File: src/logic/mbuf_pkg.sv
package mbuf_pkg;

    // Default sizes that the top level overrides
    localparam int DEF_NUM_BANKS  = 4;
    localparam int DEF_BANK_DEPTH = 16;
    localparam int DEF_DATA_W     = 32;

    // Life cycle of one bank in the ring
    typedef enum logic [1:0] {
        BANK_FREE      = 2'd0,
        BANK_FILLED    = 2'd1,
        BANK_PROCESSED = 2'd2
    } bank_state_e;

endpackage

File: src/logic/bank_port_if.sv
`timescale 1ns/1ps

interface bank_port_if #(
    parameter int ADDR_W = 4,
    parameter int DATA_W = 32
);

    logic                en;
    logic [DATA_W/8-1:0] we;
    logic [ADDR_W-1:0]   addr;
    logic [DATA_W-1:0]   wdata;
    logic [DATA_W-1:0]   rdata;

    // Requester side
    modport master (
        output en, we, addr, wdata,
        input  rdata
    );

    // Memory side
    modport bank (
        input  en, we, addr, wdata,
        output rdata
    );

endinterface

File: src/logic/bank_router.sv
`timescale 1ns/1ps

module bank_router #(
    parameter int NUM_BANKS = mbuf_pkg::DEF_NUM_BANKS,
    parameter int DATA_W    = mbuf_pkg::DEF_DATA_W,
    localparam int SEL_W    = (NUM_BANKS > 1) ? $clog2(NUM_BANKS) : 1
) (
    input  logic             acc_clk,
    input  logic [SEL_W-1:0] fill_sel,
    input  logic [SEL_W-1:0] acc_sel,
    input  logic [SEL_W-1:0] drain_sel,
    bank_port_if.bank        wr,
    bank_port_if.bank        acc,
    bank_port_if.bank        rd,
    bank_port_if.master      banks [NUM_BANKS]
);

    logic [SEL_W-1:0]  fill_sel_q;
    logic [SEL_W-1:0]  acc_sel_q;
    logic [SEL_W-1:0]  drain_sel_q;
    logic [DATA_W-1:0] bank_rdata [NUM_BANKS];

    for (genvar i = 0; i < NUM_BANKS; i++) begin : g_bank
        logic wr_hit;
        logic acc_hit;
        logic rd_hit;

        assign wr_hit  = wr.en && (fill_sel == SEL_W'(i));
        assign acc_hit = acc.en && (acc_sel == SEL_W'(i));
        assign rd_hit  = rd.en && (drain_sel == SEL_W'(i));

        // At most one owner hits a given bank
        always_comb begin
            banks[i].en    = 1'b0;
            banks[i].we    = '0;
            banks[i].addr  = '0;
            banks[i].wdata = '0;
            if (wr_hit) begin
                banks[i].en    = 1'b1;
                banks[i].we    = wr.we;
                banks[i].addr  = wr.addr;
                banks[i].wdata = wr.wdata;
            end else if (acc_hit) begin
                banks[i].en    = 1'b1;
                banks[i].we    = acc.we;
                banks[i].addr  = acc.addr;
                banks[i].wdata = acc.wdata;
            end else if (rd_hit) begin
                banks[i].en    = 1'b1;
                banks[i].we    = rd.we;
                banks[i].addr  = rd.addr;
                banks[i].wdata = rd.wdata;
            end
        end

        assign bank_rdata[i] = banks[i].rdata;
    end

    // Selects delayed to match the bank read latency
    always_ff @(posedge acc_clk) begin
        fill_sel_q  <= fill_sel;
        acc_sel_q   <= acc_sel;
        drain_sel_q <= drain_sel;
    end

    assign wr.rdata  = bank_rdata[fill_sel_q];
    assign acc.rdata = bank_rdata[acc_sel_q];
    assign rd.rdata  = bank_rdata[drain_sel_q];

endmodule

File: src/logic/buffer_bank.sv
`timescale 1ns/1ps

module buffer_bank #(
    parameter int BANK_DEPTH = mbuf_pkg::DEF_BANK_DEPTH,
    parameter int DATA_W     = mbuf_pkg::DEF_DATA_W
) (
    input logic       acc_clk,
    bank_port_if.bank mem
);

    logic [DATA_W-1:0] ram [BANK_DEPTH];

    // Read data shows the old word during a write
    always_ff @(posedge acc_clk) begin
        if (mem.en) begin
            for (int b = 0; b < DATA_W / 8; b++) begin
                if (mem.we[b]) begin
                    ram[mem.addr][b*8 +: 8] <= mem.wdata[b*8 +: 8];
                end
            end
            mem.rdata <= ram[mem.addr];
        end
    end

endmodule

File: src/logic/buffer_ring_ctrl.sv
`timescale 1ns/1ps

module buffer_ring_ctrl #(
    parameter int NUM_BANKS  = mbuf_pkg::DEF_NUM_BANKS,
    parameter int BANK_DEPTH = mbuf_pkg::DEF_BANK_DEPTH,
    localparam int SEL_W     = (NUM_BANKS > 1) ? $clog2(NUM_BANKS) : 1,
    localparam int LEN_W     = $clog2(BANK_DEPTH + 1)
) (
    input  logic             acc_clk,
    input  logic             aresetn,
    input  logic             fill_done,
    input  logic [LEN_W-1:0] fill_len,
    input  logic             acc_done,
    input  logic             drain_done,
    output logic [SEL_W-1:0] fill_sel,
    output logic [SEL_W-1:0] acc_sel,
    output logic [SEL_W-1:0] drain_sel,
    output logic             fill_allow,
    output logic             acc_start_ready,
    output logic             drain_go,
    output logic [LEN_W-1:0] drain_len
);

    import mbuf_pkg::*;

    bank_state_e      bank_state [NUM_BANKS];
    logic [LEN_W-1:0] bank_len   [NUM_BANKS];
    logic [SEL_W-1:0] fill_ptr;
    logic [SEL_W-1:0] acc_ptr;
    logic [SEL_W-1:0] drain_ptr;

    function automatic logic [SEL_W-1:0] next_ptr(input logic [SEL_W-1:0] ptr);
        if (ptr == SEL_W'(NUM_BANKS - 1)) begin
            return '0;
        end
        return ptr + 1'b1;
    endfunction

    always_ff @(posedge acc_clk) begin
        if (!aresetn) begin
            fill_ptr  <= '0;
            acc_ptr   <= '0;
            drain_ptr <= '0;
            for (int i = 0; i < NUM_BANKS; i++) begin
                bank_state[i] <= BANK_FREE;
            end
        end else begin
            // Each pulse targets a bank in a different state
            if (fill_done) begin
                bank_state[fill_ptr] <= BANK_FILLED;
                fill_ptr             <= next_ptr(fill_ptr);
            end
            if (acc_done) begin
                bank_state[acc_ptr] <= BANK_PROCESSED;
                acc_ptr             <= next_ptr(acc_ptr);
            end
            if (drain_done) begin
                bank_state[drain_ptr] <= BANK_FREE;
                drain_ptr             <= next_ptr(drain_ptr);
            end
        end
    end

    always_ff @(posedge acc_clk) begin
        if (fill_done) begin
            bank_len[fill_ptr] <= fill_len;
        end
    end

    assign fill_sel  = fill_ptr;
    assign acc_sel   = acc_ptr;
    assign drain_sel = drain_ptr;
    assign drain_len = bank_len[drain_ptr];

    // Writer and reader held off while their pointer moves on
    assign fill_allow      = (bank_state[fill_ptr] == BANK_FREE) && !fill_done;
    assign acc_start_ready = (bank_state[acc_ptr] == BANK_FILLED);
    assign drain_go        = (bank_state[drain_ptr] == BANK_PROCESSED) && !drain_done;

    a_acc_done_legal: assert property (
        @(posedge acc_clk) disable iff (!aresetn)
        acc_done |-> (bank_state[acc_ptr] == BANK_FILLED)
    ) else $error("buffer_ring_ctrl: acc_done without a filled bank");

endmodule

File: src/logic/mbuf_adapter_top.sv
`timescale 1ns/1ps

module mbuf_adapter_top #(
    parameter int NUM_BANKS  = mbuf_pkg::DEF_NUM_BANKS,
    parameter int BANK_DEPTH = mbuf_pkg::DEF_BANK_DEPTH,
    parameter int DATA_W     = mbuf_pkg::DEF_DATA_W,
    localparam int ADDR_W    = (BANK_DEPTH > 1) ? $clog2(BANK_DEPTH) : 1
) (
    input  logic                acc_clk,
    input  logic                aresetn,
    input  logic [DATA_W-1:0]   s_axis_tdata,
    input  logic                s_axis_tvalid,
    input  logic                s_axis_tlast,
    output logic                s_axis_tready,
    output logic [DATA_W-1:0]   m_axis_tdata,
    output logic                m_axis_tvalid,
    output logic                m_axis_tlast,
    input  logic                m_axis_tready,
    output logic                acc_start_ready,
    input  logic                acc_done,
    input  logic                acc_en,
    input  logic [DATA_W/8-1:0] acc_we,
    input  logic [ADDR_W-1:0]   acc_addr,
    input  logic [DATA_W-1:0]   acc_wdata,
    output logic [DATA_W-1:0]   acc_rdata
);

    import mbuf_pkg::*;

    localparam int SEL_W = (NUM_BANKS > 1) ? $clog2(NUM_BANKS) : 1;
    localparam int LEN_W = $clog2(BANK_DEPTH + 1);

    logic [SEL_W-1:0] fill_sel;
    logic [SEL_W-1:0] acc_sel;
    logic [SEL_W-1:0] drain_sel;
    logic             fill_allow;
    logic             fill_done;
    logic [LEN_W-1:0] fill_len;
    logic             drain_go;
    logic             drain_done;
    logic [LEN_W-1:0] drain_len;

    bank_port_if #(.ADDR_W(ADDR_W), .DATA_W(DATA_W)) wr_if ();
    bank_port_if #(.ADDR_W(ADDR_W), .DATA_W(DATA_W)) acc_if ();
    bank_port_if #(.ADDR_W(ADDR_W), .DATA_W(DATA_W)) rd_if ();
    bank_port_if #(.ADDR_W(ADDR_W), .DATA_W(DATA_W)) bank_if [NUM_BANKS] ();

    // Accelerator memory port
    assign acc_if.en    = acc_en;
    assign acc_if.we    = acc_we;
    assign acc_if.addr  = acc_addr;
    assign acc_if.wdata = acc_wdata;
    assign acc_rdata    = acc_if.rdata;

    stream_writer #(.BANK_DEPTH(BANK_DEPTH), .DATA_W(DATA_W)) u_stream_writer (
        .acc_clk    (acc_clk),
        .aresetn    (aresetn),
        .s_tdata    (s_axis_tdata),
        .s_tvalid   (s_axis_tvalid),
        .s_tlast    (s_axis_tlast),
        .s_tready   (s_axis_tready),
        .fill_allow (fill_allow),
        .fill_done  (fill_done),
        .fill_len   (fill_len),
        .mem        (wr_if)
    );

    buffer_ring_ctrl #(.NUM_BANKS(NUM_BANKS), .BANK_DEPTH(BANK_DEPTH)) u_ring_ctrl (
        .acc_clk         (acc_clk),
        .aresetn         (aresetn),
        .fill_done       (fill_done),
        .fill_len        (fill_len),
        .acc_done        (acc_done),
        .drain_done      (drain_done),
        .fill_sel        (fill_sel),
        .acc_sel         (acc_sel),
        .drain_sel       (drain_sel),
        .fill_allow      (fill_allow),
        .acc_start_ready (acc_start_ready),
        .drain_go        (drain_go),
        .drain_len       (drain_len)
    );

    bank_router #(.NUM_BANKS(NUM_BANKS), .DATA_W(DATA_W)) u_bank_router (
        .acc_clk   (acc_clk),
        .fill_sel  (fill_sel),
        .acc_sel   (acc_sel),
        .drain_sel (drain_sel),
        .wr        (wr_if),
        .acc       (acc_if),
        .rd        (rd_if),
        .banks     (bank_if)
    );

    for (genvar i = 0; i < NUM_BANKS; i++) begin : g_bank
        buffer_bank #(.BANK_DEPTH(BANK_DEPTH), .DATA_W(DATA_W)) u_buffer_bank (
            .acc_clk (acc_clk),
            .mem     (bank_if[i])
        );
    end

    stream_reader #(.BANK_DEPTH(BANK_DEPTH), .DATA_W(DATA_W)) u_stream_reader (
        .acc_clk    (acc_clk),
        .aresetn    (aresetn),
        .drain_go   (drain_go),
        .drain_len  (drain_len),
        .drain_done (drain_done),
        .m_tdata    (m_axis_tdata),
        .m_tvalid   (m_axis_tvalid),
        .m_tlast    (m_axis_tlast),
        .m_tready   (m_axis_tready),
        .mem        (rd_if)
    );

    // Requesters only touch banks the ring has handed to them
    a_acc_bank_filled: assert property (
        @(posedge acc_clk) disable iff (!aresetn)
        acc_if.en |-> (u_ring_ctrl.bank_state[acc_sel] == BANK_FILLED)
    ) else $error("mbuf_adapter_top: accelerator access to a bank that is not filled");

    a_drain_bank_processed: assert property (
        @(posedge acc_clk) disable iff (!aresetn)
        rd_if.en |-> (u_ring_ctrl.bank_state[drain_sel] == BANK_PROCESSED)
    ) else $error("mbuf_adapter_top: drain read from an unprocessed bank");

endmodule

File: src/logic/stream_reader.sv
`timescale 1ns/1ps

module stream_reader #(
    parameter int BANK_DEPTH = mbuf_pkg::DEF_BANK_DEPTH,
    parameter int DATA_W     = mbuf_pkg::DEF_DATA_W,
    localparam int ADDR_W    = (BANK_DEPTH > 1) ? $clog2(BANK_DEPTH) : 1,
    localparam int LEN_W     = $clog2(BANK_DEPTH + 1)
) (
    input  logic              acc_clk,
    input  logic              aresetn,
    input  logic              drain_go,
    input  logic [LEN_W-1:0]  drain_len,
    output logic              drain_done,
    output logic [DATA_W-1:0] m_tdata,
    output logic              m_tvalid,
    output logic              m_tlast,
    input  logic              m_tready,
    bank_port_if.master       mem
);

    logic              busy;
    logic              start;
    logic [LEN_W-1:0]  len_q;
    logic [LEN_W-1:0]  rd_addr;
    logic              rd_pend;
    logic              pend_last;
    logic              issue;
    logic              pop;
    logic [1:0]        cnt;
    logic              wr_idx;
    logic              rd_idx;
    logic [DATA_W-1:0] skid_data [2];
    logic              skid_last [2];

    assign start    = !busy && drain_go;
    assign m_tvalid = (cnt != 2'd0);
    assign m_tdata  = skid_data[rd_idx];
    assign m_tlast  = m_tvalid && skid_last[rd_idx];
    assign pop      = m_tvalid && m_tready;

    // Reads in flight plus buffered words never exceed two
    assign issue = busy && (rd_addr < len_q) && (((cnt + 2'(rd_pend)) < 2'd2) || pop);

    assign mem.en    = issue;
    assign mem.we    = '0;
    assign mem.addr  = rd_addr[ADDR_W-1:0];
    assign mem.wdata = '0;

    always_ff @(posedge acc_clk) begin
        if (!aresetn) begin
            busy       <= 1'b0;
            rd_addr    <= '0;
            rd_pend    <= 1'b0;
            cnt        <= 2'd0;
            wr_idx     <= 1'b0;
            rd_idx     <= 1'b0;
            drain_done <= 1'b0;
        end else begin
            drain_done <= pop && m_tlast;
            rd_pend    <= issue;
            cnt        <= cnt + 2'(rd_pend) - 2'(pop);
            if (start) begin
                busy    <= 1'b1;
                rd_addr <= '0;
            end else if (pop && m_tlast) begin
                busy <= 1'b0;
            end
            if (issue) begin
                rd_addr <= rd_addr + 1'b1;
            end
            if (rd_pend) begin
                wr_idx <= ~wr_idx;
            end
            if (pop) begin
                rd_idx <= ~rd_idx;
            end
        end
    end

    // Frame length, last tag and skid entries
    always_ff @(posedge acc_clk) begin
        if (start) begin
            len_q <= drain_len;
        end
        if (issue) begin
            pend_last <= (rd_addr == len_q - 1'b1);
        end
        if (rd_pend) begin
            skid_data[wr_idx] <= mem.rdata;
            skid_last[wr_idx] <= pend_last;
        end
    end

endmodule

File: src/logic/stream_writer.sv
`timescale 1ns/1ps

module stream_writer #(
    parameter int BANK_DEPTH = mbuf_pkg::DEF_BANK_DEPTH,
    parameter int DATA_W     = mbuf_pkg::DEF_DATA_W,
    localparam int ADDR_W    = (BANK_DEPTH > 1) ? $clog2(BANK_DEPTH) : 1,
    localparam int LEN_W     = $clog2(BANK_DEPTH + 1)
) (
    input  logic              acc_clk,
    input  logic              aresetn,
    input  logic [DATA_W-1:0] s_tdata,
    input  logic              s_tvalid,
    input  logic              s_tlast,
    output logic              s_tready,
    input  logic              fill_allow,
    output logic              fill_done,
    output logic [LEN_W-1:0]  fill_len,
    bank_port_if.master       mem
);

    logic [LEN_W-1:0] count;
    logic             beat;

    assign s_tready = fill_allow;
    assign beat     = s_tvalid && fill_allow;

    // Accepted beat goes straight into the fill bank
    assign mem.en    = beat;
    assign mem.we    = {(DATA_W/8){beat}};
    assign mem.addr  = count[ADDR_W-1:0];
    assign mem.wdata = s_tdata;

    always_ff @(posedge acc_clk) begin
        if (!aresetn) begin
            count     <= '0;
            fill_done <= 1'b0;
        end else begin
            fill_done <= beat && s_tlast;
            if (beat) begin
                count <= s_tlast ? '0 : count + 1'b1;
            end
        end
    end

    // Length of the frame just closed
    always_ff @(posedge acc_clk) begin
        if (beat && s_tlast) begin
            fill_len <= count + 1'b1;
        end
    end

    a_no_overrun: assert property (
        @(posedge acc_clk) disable iff (!aresetn)
        beat |-> (count < LEN_W'(BANK_DEPTH))
    ) else $error("stream_writer: frame longer than BANK_DEPTH");

endmodule

File: config.mk
export PLATFORM = sky130hd
export DESIGN_NAME = mbuf_adapter_top
export DESIGN_NICKNAME = d
export VERILOG_FILES = /design/src/logic/mbuf_pkg.sv /design/src/logic/bank_port_if.sv /design/src/logic/bank_router.sv /design/src/logic/buffer_bank.sv /design/src/logic/buffer_ring_ctrl.sv /design/src/logic/mbuf_adapter_top.sv /design/src/logic/stream_reader.sv /design/src/logic/stream_writer.sv
export SDC_FILE = /design/constraint.sdc
export NUM_CORES = 2
export LEC_CHECK = 0
export BUFFER_PORTS_ARGS = -buffer_cell sky130_fd_sc_hd__buf_2
export CAP_MARGIN = 20
export CORE_UTILIZATION = 40
export DETAILED_ROUTE_END_ITERATION = 6
export PLACE_DENSITY = 0.61
export SYNTH_ARGS = -nofsm -noshare
export SYNTH_HDL_FRONTEND = slang
export SYNTH_HIERARCHICAL = 1
export SYNTH_SLANG_ARGS = --single-unit
File: constraint.sdc
create_clock -name acc_clk -period 10.1 [get_ports acc_clk]
set_input_delay 2.02 -clock acc_clk [delete_from_list [all_inputs] [get_ports acc_clk]]
set_output_delay 2.02 -clock acc_clk [all_outputs]
set_load 0.02 [all_outputs]
After elaboration in Yosys (flattened, before gate mapping)
Memories as Yosys holds them, arrays and structs flattened. A register that Yosys moved wholly into a read port is not among the register bits.
Index checks and enable logic that the tools add are counted.
- $add $sub $neg: 8
- magnitude comparators: 4
- equal/unequal tests: 12
- multiplexer cells: 146
- bitwise logic cells: 4
- reduce and logical (&&, ||, !) cells: 36
- operators with widths (operator ; count):
    32-bit two-way mux ; 12
    32-bit binary-select mux with 2-bit select ; 2
    1-bit two-way mux ; 91
    4-bit two-way mux ; 20
    2-bit two-way mux ; 18
    1-bit logical AND ; 22
    5-bit two-way mux ; 3
    2-bit equality test (second input constant) ; 7
    5-bit by 1-bit adder with 5-bit output (second input constant) ; 2
    2-bit by 1-bit equality test with 1-bit output (second input constant) ; 4
    2-bit zero test ; 4
    2-bit by 1-bit adder with 2-bit output (second input constant) ; 3
    3-bit greater-or-equal comparator (second input constant) ; 2
    2-bit NOT with 3-bit output ; 2
    2-bit nonzero test ; 3
    2-bit OR reduction ; 3
    5-bit equality test ; 1
    5-bit less-than comparator ; 1
    5-bit by 1-bit subtractor with 5-bit output (second input constant) ; 1
    1-bit zero test ; 3
    2-bit by 1-bit adder with 2-bit output ; 1
    2-bit less-than comparator (second input constant) ; 1
    1-bit NOT ; 2
    2-bit by 1-bit subtractor with 2-bit output ; 1
    1-bit logical OR ; 1
- flip-flop bits (word level): 34
- RAM bits: 2142
- output and inout port bits: 68
- logic and storage cells: 234
- memories: 8
- memories (memory ; depth ; width ; rd ports ; clocked after Yosys merged registers in ; write ports ; RTL line ; text):
    g_bank[0].u_buffer_bank.ram ; 16 ; 32 ; 1 ; 1 ; 1 ; buffer_bank.sv:11 ; logic [DATA_W-1:0] ram [BANK_DEPTH];
    g_bank[1].u_buffer_bank.ram ; 16 ; 32 ; 1 ; 1 ; 1 ; buffer_bank.sv:11 ;
    g_bank[2].u_buffer_bank.ram ; 16 ; 32 ; 1 ; 1 ; 1 ; buffer_bank.sv:11 ;
    g_bank[3].u_buffer_bank.ram ; 16 ; 32 ; 1 ; 1 ; 1 ; buffer_bank.sv:11 ;
    u_stream_reader.skid_data ; 2 ; 32 ; 1 ; 1 ; 1 ; stream_reader.sv:32 ; logic [DATA_W-1:0] skid_data [2];
    u_ring_ctrl.bank_len ; 4 ; 5 ; 1 ; 1 ; 1 ; buffer_ring_ctrl.sv:27 ; logic [LEN_W-1:0] bank_len [NUM_BANKS];
    2 more memories ; - ; - ; - ; - ; - ; - ;

Longest topological paths before layout
- word-level depth: 10
- gate-level depth with buffers: 16
- gate-level depth less buffers: 11

Hierarchy
The synthesis kept the hierarchy.
- modules (own cells, without submodules) (module ; times used ; cells each ; area an instance (sq um)):
    buffer_bank at g_bank[1].u_buffer_bank ... ; 3 ; 910 ; 20449.6
    buffer_bank at g_bank[0].u_buffer_bank ; 1 ; 910 ; 20452.1
    bank_router ; 1 ; 887 ; 6518.8
    stream_reader ; 1 ; 249 ; 3716.1
    buffer_ring_ctrl ; 1 ; 136 ; 1736.7
    stream_writer ; 1 ; 80 ; 760.7

Worst setup path after synthesis
No wires, ideal clock.
- kind: input -> register
- start: in m_axis_tready
- end: mem g_bank[1].u_buffer_bank.ram[3][0] (enable)
- arrival: 7246 ps
- data required time: 9705 ps
- slack: 2459 ps
- stages: 9
- buffers on the path: 2
- cell sequence: nor2_1 -> a221o_1 -> nor3_4 -> nand2b_1 -> buf_2 -> clkbuf_1 -> o21ai_0 -> nand2_1 -> nor4_1
- longest elaborated chain between the ends: 9
- elaborated cells on any way between the ends: 12
- classes of those cells: mux (8); reduce/logical (4)
- RTL lines (element ; RTL line ; text):
    from (decl) ; mbuf_adapter_top.sv:18 ; input logic m_axis_tready,
    1-bit logical AND ; stream_reader.sv:39 ; assign pop = m_tvalid && m_tready;
    1-bit logical OR ; stream_reader.sv:42 ; assign issue = busy && (rd_addr < len_q) && (((cnt + 2'(rd_pend)) < 2'd2) || pop);
    1-bit logical AND ; stream_reader.sv:42 ;
    via rd_if.en ; bank_port_if.sv:8 ; logic en;
    1-bit logical AND ; bank_router.sv:30 ; assign rd_hit = rd.en && (drain_sel == SEL_W'(i));
    1-bit two-way mux ; bank_router.sv:48 ; end else if (rd_hit) begin
    1-bit two-way mux ; bank_router.sv:43 ; end else if (acc_hit) begin
    1-bit two-way mux ; bank_router.sv:38 ; if (wr_hit) begin
    via bank_if[1].en ; bank_port_if.sv:8 ;
    1-bit two-way mux ; buffer_bank.sv:15 ; if (mem.en) begin
    1-bit two-way mux (implied by the code) ; buffer_bank.sv:18 ; ram[mem.addr][b*8 +: 8] <= mem.wdata[b*8 +: 8];
    to (decl) ; buffer_bank.sv:11 ;
The timed path passes the listed nets, and every way through them passes these cells.

==> reports/qor.csv <==
stage,metric,value,unit
power,Max IR drop VDD,0.000223,V
floorplan,io pins,147,
grt,vias in the first global route,48800,
floorplan,Cell Rows,177,
routing,DRC,0,
power,Static Leakage,33.7,nW
timing,Slew @ Worst Pin,1.08,ns
yosys,Avg Inst Size Synth,18.9,µm²
min_path,Worst Hold Depth,0,
cts,post-cts hold buffer count,0,
cts,H-tree levels,4,
floorplan,die area,236000,µm²
place,placed insts,7996,
final_layout,Util after Layout,0.453,
routing,Vias/cell,5.95,
grt,first-pass GRT wire length,377,mm
place,Detail Placement HPWL,184,mm
cts,Root Buffer,clkbuf_16,
job,Max Cap Violations,0,
timing,final setup fails,0,
critical_path,CP arrival,7.20,ns
critical_path,Setup CP Type,reg2reg,
final_layout,fin cells,8441,
final_layout,area grow syn2layout,12.6,%
final_layout,Layout fillers,19600,
timing,relative slew slack,0.282,
yosys,Synth Instances,4951,
timing,f_max,149,MHz
cts,deepest clock path buffer count,3,
place,IO Port Bufs,146,
floorplan,Die Y,486,µm
critical_path,r2r endpoint,g_bank[3].u_buffer_bank/ram[11][1],
grt,Top Usage Layer GRT,met2,
routing,Routed WL per cell,31.9,µm
cts,CTS Buf Count,228,
timing,Setup TNS,0,ns
routing,DRC marker count from the first detailed-route iteration,6613,
grt,grt met3 use,0.0385,
power,pwr dens,204,nW/µm²
routing,Final ANT Viol Nets,0,
min_path,HP Class,reg2reg,
timing,post-route clock skew,0.0690,ns
cts,CTS Sinks,2316,
grt,global-route usage over all layers,0.227,
min_path,hold path endpoint,u_ring_ctrl/bank_len[2][1],
grt,gr ovfl total,0,
cts,clk_lat worst skew,0.90,ns
grt,met1 Usage GRT,0.310,
floorplan,placeable core region,233000,µm²
final_layout,nets,5199,
cts,Worst-path clk slew,0.06,ns
critical_path,r2r setup slk,3.40,ns
final_layout,fraction of layout cells with a size suffix above 1,0.254,
timing,Final Hold Fails,0,
cts,buffer count from post-CTS setup fixing,0,
floorplan,Horiz. Die Dim,486,µm
critical_path,Setup crit end kind,flop,
timing,final period utilization,0.664,
grt,largest net degree at the start of global routing,136,
timing,max-slew violations,0,
yosys,YS warnings,6,
routing,overall via count from detail_route,50200,
min_path,HP Start,u_stream_writer/fill_len[1],
grt,GR Util met2,0.365,
grt,initial antenna violation count,66,
critical_path,Critical Path Start Type,flop,
timing,RSZ-0062 raised after global routing,false,
power,overall power,21.5,mW
critical_path,Worst EP required,10.60,ns
critical_path,R2R cell count,13,
floorplan,Starting Density,0.403,
cts,CTS tree,done,
critical_path,worst r2r src,u_ring_ctrl/bank_state[2][0],
routing,WL final,269,mm
routing,Pre-antenna DRT Iters,6,
outcome,status,finished clean,
cts,post-CTS sizing,0,
place,Placer Congestion,0.893,
timing,Final min period,6.70,ns
yosys,Mapped Area,93700,µm²
critical_path,Worst Path Max Fanout,44,
==> flip-flops by register name (all words and copies together) (netlist names), 2 cells and up, named ones only <==
name	flops
u_stream_reader/skid_last	2
g_bank.u_buffer_bank/mem.rdata	128
u_stream_reader/len_q	5
u_bank_router/drain_sel_q	2
u_stream_writer/count	5
g_bank.u_buffer_bank/ram	2048
u_ring_ctrl/fill_sel	2
u_bank_router/acc_sel_q	2
u_stream_reader/skid_data	64
u_ring_ctrl/drain_sel	2
u_ring_ctrl/acc_sel	2
u_stream_writer/fill_len	5
u_stream_reader/cnt	2
u_stream_reader/rd_addr	5
u_ring_ctrl/bank_len	20
u_ring_ctrl/bank_state	8
==> worst max-delay path by stage <==
stage                                  from                                   to  slack [ns]
2_1_floorplan                 m_axis_tready    g_bank[1].u_buffer_bank/ram[3][0]        2.46
3_3_place_gp                  m_axis_tready  g_bank[1].u_buffer_bank/ram[11][25]        2.85
3_5_place_dp                  m_axis_tready  g_bank[1].u_buffer_bank/ram[13][19]        2.74
4_1_cts        u_ring_ctrl/bank_state[2][0]   g_bank[3].u_buffer_bank/ram[11][1]        3.31
5_1_grt        u_ring_ctrl/bank_state[2][0]   g_bank[3].u_buffer_bank/ram[11][6]        2.98
6_report       u_ring_ctrl/bank_state[2][0]   g_bank[3].u_buffer_bank/ram[11][1]        3.40
==> stage by stage <==
step	area [µm²]	setup WS [ns]	hold WS, ns
floorplan	93900	2.46	0.408
global placement	98000	2.85	0.439
detailed placement	98100	2.74	0.444
CTS	105000	3.31	0.449
global route	105000	2.98	0.469
finish	106000	3.40	0.449
==> cell usage in the layout, fill, tap and decap left out, types with 60 or more instances in the layout <==
| cell type | instances |
|---|---|
| buf_2 | 146 |
| mux4_2 | 581 |
| clkbuf_16 | 228 |
| a21oi_1 | 66 |
| a31oi_1 | 60 |
| a22oi_1 | 258 |
| or3_1 | 80 |
| buf_4 | 135 |
| edfxtp_1 | 2273 |
| nor2_1 | 378 |
| nand2_1 | 336 |
==> layer usage <==
layer / up-vias / part of all wire
met2: 2597 / 0.48
met3: 506 / 0.083
li1: 20400 / -
met1: 26700 / 0.39
met4: 8 / 0.040
met5: - / 0.00019
==> report_power, final <==
part           switching [mW]  total, mW  internal, mW  leakage [nW]
clock network            3.68       8.34          4.66          3.58
logic                    1.42       2.14         0.711          7.82
registers               0.179       11.0          10.9          22.3
==> critical path, stage by stage (launching register included) <==
cell	delay, ns
dfxtp_1	0.34
nor3_1	0.20
a31oi_1	0.08
a211oi_2	0.73
nand2_1	0.31
inv_1	0.31
buf_4	0.35
nand3_4	0.51
buf_4	0.50
a31oi_1	0.36
buf_4	0.30
nor2b_4	0.86
nand3_1	0.48
nor2_1	0.92
==> area by class of cell <==
type	instances	area [µm²]	area share
Antenna cell	21	52.6	0.000498
Clock buffer	274	5880	0.0557
Clock inverter	146	1450	0.0138
Inverter	24	90.1	0.000854
Multi-Input combinational cell	2233	23000	0.218
Sequential cell	2316	69100	0.655
Tap cell	3132	3920	0.0371
Timing Repair Buffer	295	1980	0.0188
No activity file was read; power rests on OpenSTA's default activity.
